### src/rtl/video_pkg.sv
package video_pkg;

	typedef logic [31:0] addr_t;
	typedef logic [31:0] data_t;
	typedef logic [23:0] rgb_t;
	typedef logic [7:0] pal_index_t;
	typedef logic [10:0] coord_t;
	typedef logic [1:0] skip_t;

	// Address bits 23 to 20 select the region.
	localparam logic [3:0] REGION_PALETTE = 4'hE;
	localparam logic [3:0] REGION_CONTROL = 4'hF;

	// Control register word index, address bits 3 to 2.
	localparam logic [1:0] REG_OFFSET = 2'd0;
	localparam logic [1:0] REG_PITCH = 2'd1;
	localparam logic [1:0] REG_SKIP = 2'd2;

	typedef enum logic [1:0] {
		CPU_IDLE,
		CPU_VRAM_WAIT,
		CPU_LOCAL,
		CPU_RELEASE
	} cpu_state_e;

	typedef enum logic [1:0] {
		FETCH_IDLE,
		FETCH_REQUEST,
		FETCH_WAIT
	} fetch_state_e;

endpackage

### src/rtl/vram_arbiter.sv
`timescale 1ns/1ns

module vram_arbiter (
	input logic i_clock,
	input logic i_rst,

	input logic i_fetch_request,
	input logic i_fetch_rw,
	input video_pkg::addr_t i_fetch_address,
	input video_pkg::data_t i_fetch_wdata,
	output video_pkg::data_t o_fetch_rdata,
	output logic o_fetch_ready,

	input logic i_cpu_request,
	input logic i_cpu_rw,
	input video_pkg::addr_t i_cpu_address,
	input video_pkg::data_t i_cpu_wdata,
	output video_pkg::data_t o_cpu_rdata,
	output logic o_cpu_ready,

	output logic o_mem_request,
	output logic o_mem_rw,
	output video_pkg::addr_t o_mem_address,
	output video_pkg::data_t o_mem_wdata,
	input video_pkg::data_t i_mem_rdata,
	input logic i_mem_ready
);
	logic busy;
	logic owner_fetch;
	logic grant_fetch;
	logic grant_cpu;

	// Fetcher wins when both ask.
	assign grant_fetch = !busy && i_fetch_request;
	assign grant_cpu = !busy && !i_fetch_request && i_cpu_request;

	always_ff @(posedge i_clock) begin
		if (i_rst) begin
			busy <= 1'b0;
			owner_fetch <= 1'b0;
			o_mem_request <= 1'b0;
		end else begin
			o_mem_request <= grant_fetch || grant_cpu;
			if (grant_fetch || grant_cpu) begin
				busy <= 1'b1;
				owner_fetch <= grant_fetch;
			end else if (i_mem_ready) begin
				busy <= 1'b0;
			end
		end
	end

	always_ff @(posedge i_clock) begin
		if (grant_fetch) begin
			o_mem_rw <= i_fetch_rw;
			o_mem_address <= i_fetch_address;
			o_mem_wdata <= i_fetch_wdata;
		end else if (grant_cpu) begin
			o_mem_rw <= i_cpu_rw;
			o_mem_address <= i_cpu_address;
			o_mem_wdata <= i_cpu_wdata;
		end
	end

	//==========================================================================
	// Response routing.
	//==========================================================================

	assign o_fetch_ready = i_mem_ready && busy && owner_fetch;
	assign o_cpu_ready = i_mem_ready && busy && !owner_fetch;
	assign o_fetch_rdata = owner_fetch ? i_mem_rdata : '0;
	assign o_cpu_rdata = owner_fetch ? '0 : i_mem_rdata;

	// One grant at a time: each pulse is answered before another issues.
	a_single_grant: assert property (@(posedge i_clock) disable iff (i_rst)
		o_mem_request |=> i_mem_ready && !o_mem_request);

endmodule

### config.mk
export PLATFORM = sky130hd
export DESIGN_NAME = vram_arbiter
export DESIGN_NICKNAME = d
export VERILOG_FILES = /design/src/rtl/video_pkg.sv /design/src/rtl/vram_arbiter.sv
export SDC_FILE = /design/constraint.sdc
export NUM_CORES = 1
export LEC_CHECK = 0
export ABC_CLOCK_PERIOD_IN_PS = 5600
export BUFFER_PORTS_ARGS = -buffer_cell sky130_fd_sc_hd__buf_4
export CAP_MARGIN = 5
export CORE_AREA = 2 2 115 117
export CTS_BUF_LIST = sky130_fd_sc_hd__clkbuf_4
export DETAILED_ROUTE_END_ITERATION = 10
export DIE_AREA = 0 0 117 119
export PLACE_DENSITY = 0.63
export SKIP_CTS_REPAIR_TIMING = 1
export SLEW_MARGIN = 20
export SYNTH_ARGS = -nofsm -noshare
export SYNTH_HDL_FRONTEND = slang
export SYNTH_SLANG_ARGS = --single-unit
### constraint.sdc
create_clock -name i_clock -period 5.6 [get_ports i_clock]
set_input_delay 0.28 -clock i_clock [delete_from_list [all_inputs] [get_ports i_clock]]
set_output_delay 0.28 -clock i_clock [all_outputs]
set_load 0.02 [all_outputs]
==> out/summary.txt <==
Clock Skew - 0.01219 ns
CTS Buf Count - 9
Async S/R FF share, synth - 0
Core box area - 12,870 sq um
Row count - 42
Critical setup path kind - flop to flop
Vias in the first global route - 2,942
Starting Density - 0.2682
H-tree Lvls - 3
Maxcap violations - 0
Chip Height - 119 um
Status - complete, no violations
I/O Pins - 299
FF+latch area - 2012 sq um
Share of layout cells above drive strength 1 - 0.7300
Wirelength, routed - 10.75 mm
Critical Path RT - 5.80 ns
RSZ-0062 raised after global routing - false
Synth Register Bits - 68
ANT cells - 0
Net Count, Synth - 390
NumNets Final - 688
CTS root buffer - clkbuf_4
Min-Delay Path Class - input port to flop
First-pass iteration count of the detailed router - 3
Post-layout worst setup margin - 3.069 ns
Starting DRC count in detailed routing - 121
Fillcell total - 1,213
EDFF count, synth - 65
Fin crit share - 0.4520
Sequential element share of the synthesized area - 0.5826
Clock transition at the registers of the reported paths - 0.11 ns
PortBufs - 298
Area grow syn2layout - 73.55%
Clk Latency, worst-skew pair - 0.44 ns
Slew of the pin with the lowest slew margin - 0.9019 ns
Max Slew Vio Count - 0
CTS tree - built
Clock share of power - 0.234
Switching pwr - 0.4240 mW
Maximum vdd drop - 0.1506 mV
Leakage - 2.806 nW
Setup_tns - 0 ns
Multi-input combinational cell area - 1358 sq um
Worst Path Arrival - 2.73 ns
Global-route wire length before repair - 15.41 mm
PD cells - 237.2 nW/um^2
Hold Violations, Final - 0
Vias/cell - 4.161
Commonest non-fill, non-tap cells in the layout - 301 x buf_4, 65 x edfxtp_1, 39 x mux2_4
Final Setup Violations - 0
Main synth FF type - edfxtp_1
Worst setup SP type - flop
Yosys warning total - 0
Via count - 2,921
RePlAce Congestion - 0.8036
Post-route ant nets - 0
Max-slew headroom - 0.3974
Chip width - 117 um
Logic pwr share - 0.320
GRT Overall Usage - 0.1484
Dpl ws - 3.020 ns
CP Capture Type - flop
Number of antenna violations at the first check in global routing - 0
Synth cell types - 19
Post-Syn Area - 3453 sq um
Max Clock Freq - 0.3951 GHz
Clock Tree Buf Depth - 2
GRT overflow - 0
Commonest non-fill, non-tap cell in the layout - buf_4
Clk sinks - 68
Register share of total power - 0.446
Avg Synthesized Cell Area - 15.49 sq um
Remaining DRCs - 0
Routed length per instance - 15.31 um
CP max FO - 39
Pin count of the biggest net entering global routing - 68
Tmin final - 2.531 ns
Pint - 0.9973 mW
Synthesized instance count - 223
Switch share - 0.2983
Die area - 13,920 sq um
## final cells by class
type                       instances  area share
clock buffer                      10     0.01253
sequential                        68      0.3357
inverter                           1   0.0006263
clock inverter                     6     0.01086
timing repair buffer             301      0.3770
multi-input combinational        140      0.2265
tap                              176     0.03674
## sequential cells by signal, indices dropped and copies added, names as in the netlist
signal         count
o_mem_address     32
o_mem_wdata       32
busy               1
o_mem_request      1
o_mem_rw           1
owner_fetch        1
## cells by family after synthesis
family | count (synthesis) | share of synthesized area
mux | 65 | 0.2543
compound gates | 2 | 0.005435
flops | 68 | 0.5826
simple gates | 73 | 0.1297
buf+inv | 15 | 0.02789
## cell usage after synthesis (2+ instances only)
cell       n  area [sq um]
mux2_2    26         292.8
nor2_1     3         11.26
and2_1    32         200.2
nor2b_1   33         206.5
dfxtp_1    3         60.06
mux2_4    39         585.6
edfxtp_1  65          1952
buf_6      5         56.30
buf_2      2         10.01
clkbuf_1   6         22.52
## worst max-delay path, stage by stage (launching register included)
cell	delay (ns)
dfxtp_1	0.42
nor2b_4	0.74
buf_4	0.70
mux2_2	0.41
## worst paths after layout
kind | start | to | slack, ns | cells past startpoint
max | busy$_SDFFE_PP0P_ | o_mem_wdata[0]$_DFFE_PP_ | 3.07 | 3
min | i_rst | o_mem_request$_SDFF_PP0_ | 0.03 | 2
max reg2reg | busy$_SDFFE_PP0P_ | o_mem_wdata[0]$_DFFE_PP_ | 3.07 | 3
min reg2reg | busy$_SDFFE_PP0P_ | o_mem_request$_SDFF_PP0_ | 0.68 | 1
## metal layers
| metal | routed length [um] | vias to the layer above | GRT usage |
|---|---|---|---|
| met3 | 1067 | 25 | 0.05802 |
| met2 | 5485 | 130 | 0.2478 |
| met4 | 309 | 0 | 0.07794 |
| met1 | 3884 | 1371 | 0.1601 |
| met5 | 0 | - | 0 |
| li1 | - | 1395 | - |
## power groups by stage
stage | clock network, mW | registers, mW | logic [mW]
global route | 0.364 | 0.638 | 0.484
floorplan | 0 | 0.707 | 0.169
finish | 0.333 | 0.633 | 0.455
CTS | 0.349 | 0.634 | 0.461
detailed placement | 0 | 0.646 | 0.461
global placement | 0 | 0.644 | 0.454
## stage by stage
stage | hold WS (ns) | instance area (sq um) | utilization | std cells | total power, mW
floorplan | 0.3568 | 3453 | - | 223 | 0.8762
global placement | 0.4970 | 5853 | 0.4546 | 686 | 1.097
detailed placement | 0.4902 | 5853 | 0.4546 | 686 | 1.107
CTS | -0.01031 | 5993 | 0.4655 | 702 | 1.445
global route | 0.01417 | 5993 | 0.4655 | 702 | 1.486
finish | 0.03147 | 5993 | 0.4655 | 702 | 1.421
(Power assumes the default switching activity.)
