File: src/rtl/video_pkg.sv
package video_pkg;

	typedef logic [31:0] addr_t;
	typedef logic [31:0] data_t;
	typedef logic [23:0] rgb_t;
	typedef logic [7:0] pal_index_t;
	typedef logic [10:0] coord_t;
	typedef logic [1:0] skip_t;

	// Address bits 23 to 20 select the region.
	localparam logic [3:0] REGION_PALETTE = 4'hE;
	localparam logic [3:0] REGION_CONTROL = 4'hF;

	// Control register word index, address bits 3 to 2.
	localparam logic [1:0] REG_OFFSET = 2'd0;
	localparam logic [1:0] REG_PITCH = 2'd1;
	localparam logic [1:0] REG_SKIP = 2'd2;

	typedef enum logic [1:0] {
		CPU_IDLE,
		CPU_VRAM_WAIT,
		CPU_LOCAL,
		CPU_RELEASE
	} cpu_state_e;

	typedef enum logic [1:0] {
		FETCH_IDLE,
		FETCH_REQUEST,
		FETCH_WAIT
	} fetch_state_e;

endpackage

File: src/rtl/video_line_fetch.sv
`timescale 1ns/1ns

module video_line_fetch #(
	parameter int MAX_PITCH = 640
)(
	input logic i_clock,
	input logic i_rst,
	input logic i_video_hblank,
	input logic i_video_vblank,
	input video_pkg::addr_t i_read_offset,
	input video_pkg::data_t i_pitch,
	input video_pkg::skip_t i_skip,

	output logic o_vram_request,
	output logic o_vram_rw,
	output video_pkg::addr_t o_vram_address,
	output video_pkg::data_t o_vram_wdata,
	input video_pkg::data_t i_vram_rdata,
	input logic i_vram_ready,

	output logic o_linebuf_we,
	output logic [$clog2(MAX_PITCH/4)-1:0] o_linebuf_index,
	output video_pkg::data_t o_linebuf_wdata
);
	import video_pkg::*;

	localparam int IW = $clog2(MAX_PITCH/4);

	fetch_state_e state;
	logic [1:0] hs;
	logic [1:0] vs;
	logic hblank_rise;
	logic vblank_rise;
	logic line_step;
	logic fetch_line;
	logic start_fetch;
	logic last_word;
	logic line_odd;
	addr_t row;
	logic [IW:0] column;
	data_t words;

	assign hblank_rise = hs[0] && !hs[1];
	assign vblank_rise = vs[0] && !vs[1];
	assign line_step = hblank_rise && !vblank_rise && !i_video_vblank;
	// Under line doubling only even lines fetch.
	assign fetch_line = !i_skip[1] || !line_odd;
	assign words = i_pitch >> 2;
	assign start_fetch = line_step && fetch_line && state == FETCH_IDLE && words != '0;
	assign last_word = (data_t'(column) + data_t'(1)) == words;

	// Read only.
	assign o_vram_rw = 1'b0;
	assign o_vram_wdata = '0;

	always_ff @(posedge i_clock) begin
		if (i_rst) begin
			state <= FETCH_IDLE;
			hs <= '0;
			vs <= '0;
			o_vram_request <= 1'b0;
			o_linebuf_we <= 1'b0;
			line_odd <= 1'b0;
			row <= '0;
			column <= '0;
		end else begin
			hs <= {hs[0], i_video_hblank};
			vs <= {vs[0], i_video_vblank};
			o_linebuf_we <= 1'b0;
			if (vblank_rise) begin
				row <= i_read_offset;
				line_odd <= 1'b0;
			end else if (line_step) begin
				if (fetch_line)
					row <= row + i_pitch;
				line_odd <= !line_odd;
			end
			unique case (state)
				FETCH_IDLE: begin
					if (start_fetch) begin
						column <= '0;
						state <= FETCH_REQUEST;
					end
				end
				FETCH_REQUEST: begin
					o_vram_request <= 1'b1;
					state <= FETCH_WAIT;
				end
				FETCH_WAIT: begin
					if (i_vram_ready) begin
						o_vram_request <= 1'b0;
						o_linebuf_we <= 1'b1;
						column <= column + 1'b1;
						state <= last_word ? FETCH_IDLE : FETCH_REQUEST;
					end
				end
				default: state <= FETCH_IDLE;
			endcase
		end
	end

	always_ff @(posedge i_clock) begin
		if (start_fetch)
			o_vram_address <= row;
		else if (state == FETCH_WAIT && i_vram_ready)
			o_vram_address <= o_vram_address + 32'd4;
		if (state == FETCH_WAIT && i_vram_ready) begin
			o_linebuf_index <= column[IW-1:0];
			o_linebuf_wdata <= i_vram_rdata;
		end
	end

	// Pitch from the CPU port must fit the line buffer.
	a_pitch_fits: assert property (@(posedge i_clock) disable iff (i_rst)
		state != FETCH_IDLE |-> words <= data_t'(MAX_PITCH/4));

endmodule

File: config.mk
export PLATFORM = sky130hd
export DESIGN_NAME = video_line_fetch
export DESIGN_NICKNAME = d
export VERILOG_FILES = /design/src/rtl/video_pkg.sv /design/src/rtl/video_line_fetch.sv
export SDC_FILE = /design/constraint.sdc
export NUM_CORES = 1
export LEC_CHECK = 0
export BUFFER_PORTS_ARGS = -buffer_cell sky130_fd_sc_hd__buf_4
export CAP_MARGIN = 20
export CORE_AREA = 8 8 93 158
export CTS_BUF_LIST = sky130_fd_sc_hd__clkbuf_8
export CTS_CLUSTER_DIAMETER = 120
export DETAILED_ROUTE_END_ITERATION = 8
export DIE_AREA = 0 0 101 166
export PLACE_DENSITY = 0.86
export SYNTH_ARGS = -nofsm -noshare
export SYNTH_HDL_FRONTEND = slang
export SYNTH_SLANG_ARGS = --single-unit
File: constraint.sdc
create_clock -name i_clock -period 5.55 [get_ports i_clock]
set_input_delay 0.8325 -clock i_clock [delete_from_list [all_inputs] [get_ports i_clock]]
set_output_delay 0.8325 -clock i_clock [all_outputs]
set_load 0.01 [all_outputs]
==> results.py <==
metrics = {
    "power": {
        "p_seq_frac": 0.452,
        "power_mw": 2.27,
        "comb_power_share": 0.174,
        "internal_power_mw": 1.62,
        "pwr_density_cell_nw_per_um2": 257,
        "switching_power_share_of_the_total": 0.284,
        "clockPowerShare": 0.374,
        "total_leakage_power_nw": 3.73,
        "netSwitchingPower_mw": 0.643,
        "vdd_ir_drop_max_mv": 0.236,
    },
    "sta": {
        "timing.clock.skew_ns": 0.0140,
        "setup_viol": 0,
        "max_slew.worst_pin.slew_ns": 0.964,
        "post-route-min-period_ns": 3.34,
        "worst_case_headroom_to_the_max_slew_limit": 0.357,
        "setup-tns-final_ns": 0,
        "rsz0062_at_grt": "false",
        "timing.fmax_mhz": 299,
        "min_period_over_period": 0.602,
        "slew_viol_final": 0,
        "report.final.hold_viol_count": 0,
    },
    "floorplanning": {
        "die_w_um": 101,
        "die-height_um": 166,
        "coreArea_um2": 12700,
        "initial_core_utilization": 0.559,
        "die-area_um2": 16800,
        "num_rows": 55,
        "number_of_ports_placed_on_the_die_boundary": 210,
    },
    "worst_setup_path": {
        "crit_path_top_delay_cell": "nand2b_2",
        "cp.buffers_inverters": 3,
        "critical_path.max_fanout": 50,
        "worstPathCellList": "nand2b_2, nand3_1, buf_4, nor3_1, nand2_1, buf_4, nand2_1, buf_4",
        "cp_data_arrival_time_ns": 3.43,
        "worstPathRequired_ns": 5.64,
        "crit_type": "flop to flop",
        "worstReg2RegStart": "vs[1]",
        "path_common_cell": "buf_4",
        "cp-end-kind": "flop",
        "worst_r2r_path_depth": 8,
        "crit_path_start": "vs[1]",
        "crit_family": "simple AND/OR/NAND/NOR gates",
        "max_stage_delay_ns": 0.75,
        "timing.critical_path.from_type": "flop",
        "path_depth": 8,
    },
    "detailed_routing": {
        "dr_total_vias": 6372,
        "ant_nets": 0,
        "first_iter_violations": 434,
        "route.detailed.drc": 0,
        "route.final.wire_length_mm": 20.5,
        "viasPerCell": 5.75,
        "detail_route.first_pass.iterations": 5,
        "wl_per_cell_um": 18.5,
    },
    "global_route": {
        "grt_util_all_layers": 0.241,
        "largest_net_degree_at_the_start_of_global_routing": 51,
        "globalRouteOverflowTotal": 0,
        "antenna_found_initial": 0,
        "vias_in_the_first_global_route": 6480,
        "grt_pass1_wl_mm": 31.7,
    },
    "synthesis": {
        "ys_seq_area_frac": 0.447,
        "synth_seq_cells": 122,
        "syn-mean-instance-area_um2": 9.37,
        "synth_warnings": 0,
        "synth_enable_flop_cells": 72,
        "synthCells": 755,
        "leading_register_cell_type_out_of_synthesis": "edfxtp_1",
        "yosysUniqueCellTypes": 62,
        "netlist_area_um2": 7080,
        "async_reset_ff_frac": 0,
    },
    "clocking": {
        "cts-htree-levels": 4,
        "numCtsBuffers": 17,
        "cts_root_buffer": "clkbuf_8",
        "ctsHoldBuffers": 0,
        "cts-resized-gates": 0,
        "clk_latency_ns": 0.43,
        "post_cts.repair.setup_buffers": 0,
        "clk_transition_reported_paths_ns": 0.08,
        "cts_num_sinks": 122,
        "clk_path_buf_depth": 2,
        "tritoncts": "built",
    },
    "finish": {
        "nets": 1061,
        "final_design_area_no_fill_um2": 8830,
        "area_added_between_synthesis_and_finish_pct": 24.7,
        "filler_cell_count": 1004,
        "layout-drive-gt1-share": 0.243,
        "diodes": 0,
        "postLayoutCoreUtil": 0.697,
        "most-common-layout-cells": "181 x buf_4, 79 x nor2_1, 77 x nand2_1, 72 x edfxtp_1, 69 x a21oi_1",
        "layout_commonest_cell": "buf_4",
    },
    "outcome": {
        "status": "completed",
    },
    "placed_design": {
        "placed_area_um2": 8400,
        "gp_congestion": 0.955,
        "post-dp-hpwl_mm": 15.8,
        "portBuffers": 175,
    },
    "worst_hold_path": {
        "min-delay-path-class": "flop to flop",
        "worst_hold_path.num_cells": 1,
        "hold_path_start": "hs[0]",
    },
    "run": {
        "cap_viol_max_count": 0,
    },
}
-- state kept, by name, summed over array words and instances (netlist names) --
| register | flops |
|---|---|
| o_linebuf_wdata | 32 |
| o_vram_address | 32 |
| row | 32 |
| column | 9 |
| o_linebuf_index | 8 |
| hs | 2 |
| state | 2 |
| vs | 2 |
| line_odd | 1 |
| o_linebuf_we | 1 |
| o_vram_request | 1 |
-- power groups by stage --
stage	Clock [mW]	Combinational (mW)	Sequential [mW]
after global placement	0	0.382	1.04
after floorplan	0	0.269	1.04
after detailed placement	0	0.388	1.04
after global routing	0.891	0.434	1.03
after CTS	0.855	0.391	1.02
final	0.848	0.395	1.02
-- worst register-to-register path, cell delays in order (launching register included) --
cell and delay, ns:
dfxtp_1 0.33, nand2b_2 0.75, nand3_1 0.15, buf_4 0.29
nor3_1 0.31, nand2_1 0.15, buf_4 0.28, nand2_1 0.28
buf_4 0.42
-- cells by family (layout without fill, tap and decap cells) --
kind of cell,after synthesis,in the layout,synth area share
other cells,1,33,0.000530
compound gates,200,200,0.182
xor+xnor,62,62,0.0767
fa+ha+maj,35,35,0.0626
simple gates,256,256,0.167
mux,3,3,0.00530
buf+inv,76,226,0.0590
flops,122,122,0.447
-- path summary, 6_finish.rpt --
check / endpoint / slack [ns]
setup / recovery: o_vram_address[17] / 2.21
hold / removal: hs[1] / 0.46
hold reg to reg: hs[1] / 0.46
setup reg to reg: o_vram_address[17] / 2.21
-- Yosys cell counts, types with 10 or more instances --
cell type	count	area [um^2]
edfxtp_1	72	2160
a311oi_1	15	131
xnor2_1	42	368
o21ai_0	46	230
a21oi_1	69	345
nand2_1	77	289
nor4_1	10	62.6
ha_1	33	413
inv_1	13	48.8
nand3_1	28	140
a21o_1	19	143
xor2_1	20	175
and3_1	20	125
dfxtp_1	50	1000
buf_4	33	248
nor2_1	79	297
clkbuf_1	27	101
-- per-stage QoR --
stage	hold slack (ns)	cells	setup WS [ns]
6_report	0.461	1108	2.21
5_1_grt	0.484	1108	1.93
4_1_cts	0.465	1108	2.19
3_5_place_dp	0.447	1076	1.90
3_3_place_gp	0.441	1076	1.97
2_1_floorplan	0.429	787	2.34
-- layout make-up --
type | count | area, um^2 | area share
well taps | 171 | 214 | 0.0242
repair buffers | 181 | 1360 | 0.154
clock inverters | 15 | 190 | 0.0215
clock buffers | 17 | 234 | 0.0265
multi-input cells | 589 | 3620 | 0.410
inverters | 13 | 48.8 | 0.00553
flip-flops and latches | 122 | 3160 | 0.358
-- routing by layer --
| layer | GRT usage | vias up | share of wire |
|---|---|---|---|
| li1 | - | 3021 | - |
| met1 | 0.226 | 2941 | 0.34 |
| met2 | 0.436 | 320 | 0.52 |
| met3 | 0.0529 | 90 | 0.073 |
| met4 | 0.177 | 0 | 0.071 |
| met5 | 0 | - | 0 |
Power figures use the tool's default switching activity.
