**config.mk**
```make
export PLATFORM = sky130hd
export DESIGN_NAME = video_cpu_port
export DESIGN_NICKNAME = d
export VERILOG_FILES = /design/src/rtl/video_pkg.sv /design/src/rtl/video_cpu_port.sv
export SDC_FILE = /design/constraint.sdc
export NUM_CORES = 1
export LEC_CHECK = 0
export BUFFER_PORTS_ARGS = -buffer_cell sky130_fd_sc_hd__buf_2
export CAP_MARGIN = 20
export CORE_MARGIN = 3
export CORE_UTILIZATION = 40
export DETAILED_ROUTE_END_ITERATION = 10
export PLACE_DENSITY_LB_ADDON = 0.25
export SYNTH_ARGS = -nofsm -noshare
export SYNTH_HDL_FRONTEND = slang
export SYNTH_SLANG_ARGS = --single-unit
```
**constraint.sdc**
```tcl
create_clock -name i_clock -period 4.5 [get_ports i_clock]
set_input_delay 1.125 -clock i_clock [delete_from_list [all_inputs] [get_ports i_clock]]
set_output_delay 1.125 -clock i_clock [all_outputs]
set_load 0.02 [all_outputs]
```
**src/rtl/video_pkg.sv**
```systemverilog
package video_pkg;

	typedef logic [31:0] addr_t;
	typedef logic [31:0] data_t;
	typedef logic [23:0] rgb_t;
	typedef logic [7:0] pal_index_t;
	typedef logic [10:0] coord_t;
	typedef logic [1:0] skip_t;

	// Address bits 23 to 20 select the region.
	localparam logic [3:0] REGION_PALETTE = 4'hE;
	localparam logic [3:0] REGION_CONTROL = 4'hF;

	// Control register word index, address bits 3 to 2.
	localparam logic [1:0] REG_OFFSET = 2'd0;
	localparam logic [1:0] REG_PITCH = 2'd1;
	localparam logic [1:0] REG_SKIP = 2'd2;

	typedef enum logic [1:0] {
		CPU_IDLE,
		CPU_VRAM_WAIT,
		CPU_LOCAL,
		CPU_RELEASE
	} cpu_state_e;

	typedef enum logic [1:0] {
		FETCH_IDLE,
		FETCH_REQUEST,
		FETCH_WAIT
	} fetch_state_e;

endpackage

```
**src/rtl/video_cpu_port.sv**
```systemverilog
`timescale 1ns/1ns

module video_cpu_port (
	input logic i_clock,
	input logic i_rst,

	input logic i_cpu_request,
	input logic i_cpu_rw,
	input video_pkg::addr_t i_cpu_address,
	input video_pkg::data_t i_cpu_wdata,
	output video_pkg::data_t o_cpu_rdata,
	output logic o_cpu_ready,

	output logic o_vram_request,
	output logic o_vram_rw,
	output video_pkg::addr_t o_vram_address,
	output video_pkg::data_t o_vram_wdata,
	input video_pkg::data_t i_vram_rdata,
	input logic i_vram_ready,

	output logic o_pal_we,
	output video_pkg::pal_index_t o_pal_index,
	output video_pkg::rgb_t o_pal_wdata,

	output video_pkg::addr_t o_read_offset,
	output video_pkg::data_t o_pitch,
	output video_pkg::skip_t o_skip
);
	import video_pkg::*;

	cpu_state_e state;
	logic [3:0] region;
	logic is_local;
	data_t local_rdata;

	assign region = i_cpu_address[23:20];
	assign is_local = (region == REGION_PALETTE) || (region == REGION_CONTROL);

	// Palette reads give zero.
	always_comb begin
		local_rdata = '0;
		if (region == REGION_CONTROL) begin
			case (i_cpu_address[3:2])
				REG_OFFSET: local_rdata = o_read_offset;
				REG_PITCH: local_rdata = o_pitch;
				REG_SKIP: local_rdata = data_t'(o_skip);
				default: local_rdata = '0;
			endcase
		end
	end

	always_ff @(posedge i_clock) begin
		if (i_rst) begin
			state <= CPU_IDLE;
			o_cpu_ready <= 1'b0;
			o_vram_request <= 1'b0;
			o_pal_we <= 1'b0;
			o_read_offset <= '0;
			o_pitch <= '0;
			o_skip <= '0;
		end else begin
			o_cpu_ready <= 1'b0;
			o_pal_we <= 1'b0;
			unique case (state)
				CPU_IDLE: begin
					if (i_cpu_request && is_local) begin
						o_pal_we <= (region == REGION_PALETTE) && i_cpu_rw;
						state <= CPU_LOCAL;
					end else if (i_cpu_request) begin
						o_vram_request <= 1'b1;
						state <= CPU_VRAM_WAIT;
					end
				end
				CPU_VRAM_WAIT: begin
					if (i_vram_ready) begin
						o_vram_request <= 1'b0;
						o_cpu_ready <= 1'b1;
						state <= CPU_RELEASE;
					end
				end
				CPU_LOCAL: begin
					if (region == REGION_CONTROL && i_cpu_rw) begin
						case (i_cpu_address[3:2])
							REG_OFFSET: o_read_offset <= i_cpu_wdata;
							REG_PITCH: o_pitch <= i_cpu_wdata;
							REG_SKIP: o_skip <= i_cpu_wdata[1:0];
							default: ;
						endcase
					end
					o_cpu_ready <= 1'b1;
					state <= CPU_RELEASE;
				end
				CPU_RELEASE: begin
					// Wait for the CPU to drop its request.
					if (!i_cpu_request)
						state <= CPU_IDLE;
				end
				default: state <= CPU_IDLE;
			endcase
		end
	end

	always_ff @(posedge i_clock) begin
		if (state == CPU_IDLE && i_cpu_request) begin
			o_vram_rw <= i_cpu_rw;
			o_vram_address <= {8'h00, i_cpu_address[23:0]};
			o_vram_wdata <= i_cpu_wdata;
			o_pal_index <= i_cpu_address[9:2];
			o_pal_wdata <= i_cpu_wdata[23:0];
		end
		if (state == CPU_VRAM_WAIT && i_vram_ready)
			o_cpu_rdata <= i_vram_rdata;
		else if (state == CPU_LOCAL)
			o_cpu_rdata <= local_rdata;
	end

	// A VRAM response only answers a pending request.
	a_vram_response: assert property (@(posedge i_clock) disable iff (i_rst)
		i_vram_ready |-> state == CPU_VRAM_WAIT);

endmodule

```
==> results of run 1 <==
[kinds of logic (layout without fill, tap and decap cells)]
logic type	after synthesis	in the layout
compound gates	175	175
fa+ha+maj	5	5
buf+inv	95	328
flops	160	160
mux	33	33
other cells	1	8
simple gates	121	121
[power by group through the flow]
stage / registers, mW / clock network (mW) / logic (mW)
3_3_place_gp: 1.96 / 0 / 1.09
3_5_place_dp: 1.97 / 0 / 1.11
5_1_grt: 1.96 / 1.52 / 1.18
2_1_floorplan: 2.27 / 0 / 0.467
6_report: 1.94 / 1.45 / 1.11
4_1_cts: 1.94 / 1.47 / 1.12
[area by class of cell]
class / count / area (sq um)
fillers: 1465 / 7610
multi-input cells: 342 / 2030
clock buffers: 23 / 489
clock inverters: 9 / 106
flip-flops and latches: 160 / 4090
inverters: 3 / 11.3
repair buffers: 293 / 1510
well taps: 216 / 270
[metrics by stage]
step	utilization [%]	cells	setup WS, ns	instance area (sq um)	power, mW
2_1_floorplan	-	597	1.59	6720	2.74
3_3_place_gp	49.1	1014	1.49	7910	3.05
3_5_place_dp	49.1	1014	1.47	7910	3.09
4_1_cts	52.8	1046	1.90	8510	4.53
5_1_grt	52.8	1046	1.77	8510	4.67
6_report	52.8	1046	1.91	8510	4.49
[layer usage]
layer / part of all wire, % / vias up / global-route usage, %
li1: - / 2580 / -
met1: 39 / 2670 / 25.4
met2: 50 / 291 / 35.3
met3: 9.2 / 31 / 5.01
met4: 2.0 / 0 / 7.73
met5: 0 / - / 0
[placed cells by master (no fill, tap or decap), types with 2 or more instances in the layout]
| cell type | n |
|---|---|
| nand4b_1 | 3 |
| mux2i_1 | 33 |
| edfxtp_1 | 89 |
| ha_1 | 5 |
| and2_2 | 2 |
| a21oi_1 | 67 |
| conb_1 | 8 |
| clkinv_2 | 4 |
| a211o_1 | 2 |
| clkbuf_16 | 18 |
| clkbuf_8 | 2 |
| clkbuf_1 | 3 |
| clkinv_4 | 3 |
| and4b_1 | 2 |
| o21ai_0 | 65 |
| nand3_1 | 67 |
| o31ai_1 | 31 |
| inv_1 | 3 |
| nand2_1 | 34 |
| buf_4 | 10 |
| a2bb2oi_1 | 2 |
| dfxtp_1 | 71 |
| o21ai_1 | 2 |
| buf_2 | 282 |
| nand2b_1 | 2 |
| bufinv_16 | 2 |
[state kept, by name, summed over array words and instances (netlist names), 2 cells and up]
signal and cells:
o_cpu_rdata 32, o_pitch 32, o_read_offset 32, o_vram_wdata 32, o_vram_address 17, o_pal_index 7
o_skip 2, state 2
[worst min-delay path, stage by stage (launching register included)]
cell and delay, ns:
dfxtp_1 0.31, o21ai_0 0.07, a21oi_1 0.06
[worst max-delay path by stage]
| stage | start | to | slack [ns] |
|---|---|---|---|
| finish | i_cpu_address[2] | o_pitch[0] | 1.91 |
| floorplan | i_cpu_request | o_pal_index[0] | 1.59 |
| CTS | i_cpu_address[2] | o_pitch[6] | 1.90 |
| global route | i_cpu_address[2] | o_read_offset[29] | 1.77 |
| global placement | i_cpu_address[2] | o_read_offset[29] | 1.49 |
| detailed placement | i_cpu_address[2] | o_pitch[6] | 1.47 |
==> metrics.md, run 1 <==
| Metric | Value |
|---|---|
| Status | finished clean |
| #FFs+latches synth | 160 |
| Top cell type's share of synthesized area | roughly 40% |
| Synth Area in Compound Gates | 14.7% |
| Synth top area cells | edfxtp_1 40%, dfxtp_1 21%, buf_4 5.5%, a21oi_1 5.0%, nand3_1 5.0% |
| Final setup fails | 0 |
| Fin Setup TNS | 0 ns |
| Post-synthesis mux area share | 4.94% |
| Sequential Power Share | a little over two fifths |
| First DRT Iteration DRCs | 423 |
| Xor/xnor cell area share of the yosys netlist | 0% |
| Final ANT Viol Nets | 0 |
| Logic pwr share | 24.6% |
| Port Buffers | 282 |
| Die width | around 140 um |
| DR WL/cell | 18.4 um |
| Crit path required time | approximately 4.8 ns |
| Hold Path Class | reg2reg |
| Lkg Pwr | approximately 3.5 nW |
| WHS Path Cells | 2 |
| CP Cell Sequence | buf_2 -> buf_4 -> nand4b_1 -> buf_4 -> o21ai_0 -> a21oi_1 |
| Largest family of logic cells by synthesized area | compound AO/OA/AOI/OAI gates |
| R2r setup slk | 2.25 ns |
| Initial antenna violation count | 0 |
| Worst Path Buf+Inv | 3 |
| Skew final | a little under 0.008 ns |
| Syn Std Cell Area | roughly 0.0067 sq mm |
| Die area | 0.0183 sq mm |
| Setup crit start kind | input pin |
| Distinct cells, synth | 40 |
| Share of cells above drive strength 1 | 39.4% |
| Ys Warns | 0 |
| Cells after Synth | 590 |
| Clock power share | roughly 32% |
| Max-cap violations | 0 |
| Via density | 5.33 |
| CP top delay family | buffers and inverters |
| Critical Path Most Common Cell | buf_4 |
| Via Count | between 5k and 6k |
| Simple-gate share of the synthesized area | roughly 9% |
| Minimum clock period | 2.59 ns |
| Drt drc | 0 |
| Postcts setup bufs | 0 |
| Worst Hold End | o_read_offset[5] |
| R2R cell count | 4 |
| Hold slack | ~0.5 ns |
| Worst Setup End Kind | flop |
| WL final | 19.2 mm |
| Power per cell area | 528 mW/mm^2 |
| GRT overflow | 0 |
| Cell taking the most area after synthesis | edfxtp_1 |
| RD Place Congestion | 0.809 |
| H-tree depth | 4 |
| Slew of the pin with the lowest slew margin | between 0.8 and 0.9 ns |
| Post_cts resized | 0 |
| Worst path depth | 6 |
| Antenna cells | 0 |
| Post-Synth Adder-Cell Area | 0.935% |
| HP Start | o_read_offset[5] |
| CTS Buf Count | 17 |
| Reg2reg end | o_vram_wdata[7] |
| Num Clock Sinks | 160 |
| Top FF cell, synth | edfxtp_1 |
| Largest net degree at the start of global routing | 69 |
| First-pass DRT Iterations | 7 |
| I/O pin count | 299 |
| Final period util | 57.6% |
| Worst-path clk slew | 0.06 ns |
| Clock buffer depth | 2 |
| Fmax | 386 MHz |
| # hold bufs at CTS | 0 |
| Worst-path fanout max | 24 |
| Core area | 0.0161 sq mm |
| Worst slew margin | 41.5% |
| Unrepaired setup endpoints after global routing | no |
| Slowest CP cell | buf_2 |
| Starting Density | 41.5% |
| GRT Overall Usage | 20.6% |
| WP data arrival | between 2 and 3 ns |
| Die Y | 135 um |
| Syn avg cell area | 11.3 sq um |
| Core Rows | 46 |
| First-pass GRT wire length | 29.5 mm |
| Sw frac | 32.2% |
| Worst VDD drop | 0.404 mV |
| Ys async rst share | 0% |
| Net Switching | roughly 1.4 mW |
| Max incr delay on CP | 0.55 ns |
| Register area share after synthesis | 61.2% |
| Launch point of the worst reg-to-reg path | state[0] |
| TritonCTS clock tree | yes |
| Vias in the first global route | 5470 |
| Synth cell count leaders | 89 x edfxtp_1, 71 x dfxtp_1, 67 x a21oi_1, 67 x nand3_1, 65 x o21ai_0 |
| Path type of the worst setup path | in2reg |
| Count leader, synth | edfxtp_1 |
| Area Overhead vs Synth | 27.2% |
| Final hold vios | 0 |
| Post-DP HPWL | 13.4 mm |
| Post-synth EDFFs | 89 |
| Final nets | 923 |
| Clock root buffer | clkbuf_16 |
| Int Pwr | ~3.0 mW |
| Max Slew Vio Count | 0 |
| Clock Latency Late Sink | 0.42 ns |
No activity file was read; power rests on OpenSTA's default activity.
==> inputs of run 2 (changes only) <==
==> constraint.sdc (replaced) <==
create_clock -name i_clock -period 2.3 [get_ports i_clock]
set_input_delay 0.575 -clock i_clock [delete_from_list [all_inputs] [get_ports i_clock]]
set_output_delay 0.575 -clock i_clock [all_outputs]
set_load 0.02 [all_outputs]
==> metrics.md, run 2 (synthesis gave the netlist of run 1 again) <==
| Metric | Value |
|---|---|
| Initial antenna violation count | 1 |
| Core Rows | 46 |
| Postcts setup bufs | 0 |
| Max Slew Vio Count | 0 |
| Post-DP HPWL | 13.8 mm |
| Area Overhead vs Synth | 27.6% |
| Via density | 5.22 |
| Most common cell after layout, fill and taps aside | buf_2 |
| Sequential Power Share | 44.3% |
| Die area | 0.0183 sq mm |
| Status | finished clean |
| Final ANT Viol Nets | 0 |
| DR WL/cell | 18.2 um |
| CTS Buf Count | 17 |
| First-pass GRT wire length | about 29 mm |
| Launch point of the worst reg-to-reg path | state[1] |
| Worst-path clk slew | 0.06 ns |
| First DRT Iteration DRCs | 320 |
| Final Power | 8.54 mW |
| WHS Path Cells | 1 |
| Clock Latency Late Sink | ~0.42 ns |
| Int Pwr | approximately 5.7 mW |
| Final hold vios | 0 |
| Crit path required time | 2.44 ns |
| Unrepaired setup endpoints after global routing | no |
| Clock root buffer | clkbuf_16 |
| Drt drc | 0 |
| Clock power share | 30.0% |
| Clock buffer depth | 2 |
| Sw frac | between 30% and 40% |
| Antenna cells | 0 |
| Fin Setup TNS | 0 ns |
| Power per cell area | 1000 mW/mm^2 |
| Lkg Pwr | 3.54 nW |
| Reg2reg end | o_cpu_rdata[5] |
| Die width | ~140 um |
| Final nets | 931 |
| I/O pin count | 299 |
| R2R cell count | 6 |
| Core Util, Final | 53.0% |
| Port Buffers | roughly 280 |
| Die Y | 135 um |
| Worst VDD drop | 0.589 mV |
| GRT Overall Usage | between 20% and 30% |
| Worst slew margin | 42.3% |
| Vias in the first global route | 5475 |
| Final period util | 85.4% |
| GRT overflow | 0 |
| First-pass DRT Iterations | 5 |
| Fmax | 509 MHz |
| # hold bufs at CTS | 0 |
| Net Switching | 2.80 mW |
| H-tree depth | 4 |
| Worst Setup End Kind | flop |
| RD Place Congestion | 0.816 |
| Final setup fails | 0 |
| Setup crit start kind | flop |
| Worst Hold End | o_pal_index[6] |
| Non-Filler Instances | between 1k and 1.5k |
| Num Clock Sinks | 160 |
| WL final | roughly 19 mm |
| TritonCTS clock tree | yes |
| Hold slack | 0.332 ns |
| Slew of the pin with the lowest slew margin | 0.866 ns |
| Core area | between 0.015 and 0.02 sq mm |
| R2r setup slk | 0.34 ns |
| Via Count | roughly 5.5k |
| Max-cap violations | 0 |
| Path type of the worst setup path | reg2reg |
| Minimum clock period | 1.96 ns |
| Worst-path fanout max | 40 |
| Filler cells | around 1.5k |
| Inst Count DP | 1022 |
| Hold Path Class | in2reg |
| HP Start | i_cpu_address[8] |
| Starting Density | slightly above 40% |
| WP data arrival | 2.11 ns |
| Share of cells above drive strength 1 | 39.6% |
| Skew final | around 0.010 ns |
| Commonest non-fill, non-tap cells in the layout | 282 x buf_2, 89 x edfxtp_1, 71 x dfxtp_1 |
| Post_cts resized | 0 |
| Largest net degree at the start of global routing | 67 |
| Logic pwr share | 25.7% |
==> run 2: cell types whose count changed in the layout (fill, tap and decap cells not counted), moves of 2 or more <==
cell and change:
buf_12 +2, buf_4 +6, clkbuf_8 -2, clkinv_1 +3, clkinv_2 -2, clkinv_4 -2, clkinvlp_4 +3
==> run 2: stage by stage <==
step	setup slack [ns]	instance area, sq um
5_1_grt	0.229	8530
6_report	0.336	8530
2_1_floorplan	0.502	6720
4_1_cts	0.329	8530
3_3_place_gp	0.351	8000
3_5_place_dp	0.335	8000
==> run 2: worst max path at each step <==
stage                     end         start  slack [ns]
4_1_cts        o_cpu_rdata[5]      state[1]        0.33
3_3_place_gp   o_cpu_rdata[4]  i_vram_ready        0.35
2_1_floorplan  o_pal_index[0]      state[0]        0.50
3_5_place_dp   o_cpu_rdata[5]  i_vram_ready        0.33
5_1_grt        o_cpu_rdata[5]      state[1]        0.23
6_report       o_cpu_rdata[5]      state[1]        0.34
==> run 2: layer usage <==
layer | up-vias | track usage [%] | share of wire, %
met5 | - | 0 | 0.037
li1 | 2598 | - | -
met4 | 2 | 7.39 | 1.6
met3 | 23 | 5.57 | 7.8
met1 | 2656 | 23.9 | 39
met2 | 227 | 35.7 | 51
==> run 2: critical path: stages, from the launching register on <==
cell,delay (ns)
dfxtp_1,0.35
inv_1,0.12
ha_1,0.20
and2_2,0.15
buf_4,0.28
buf_4,0.43
o31ai_1,0.16
==> run 2: power by group through the flow <==
stage	combinational (mW)	clock [mW]	sequential (mW)
after floorplan	0.915	0	4.43
after global placement	2.18	0	3.83
after detailed placement	2.22	0	3.85
after CTS	2.23	2.63	3.79
after global routing	2.35	2.73	3.83
final	2.20	2.56	3.78
==> run 2: area by class of cell <==
cell class / instances / area (sq um) / area share (%)
sequential: 160 / 4090 / 48.0
multi-input combinational: 342 / 2040 / 23.9
timing repair buffer: 301 / 1590 / 18.6
clock buffer: 21 / 440 / 5.16
tap: 216 / 270 / 3.17
clock inverter: 11 / 91.3 / 1.07
inverter: 3 / 11.3 / 0.132
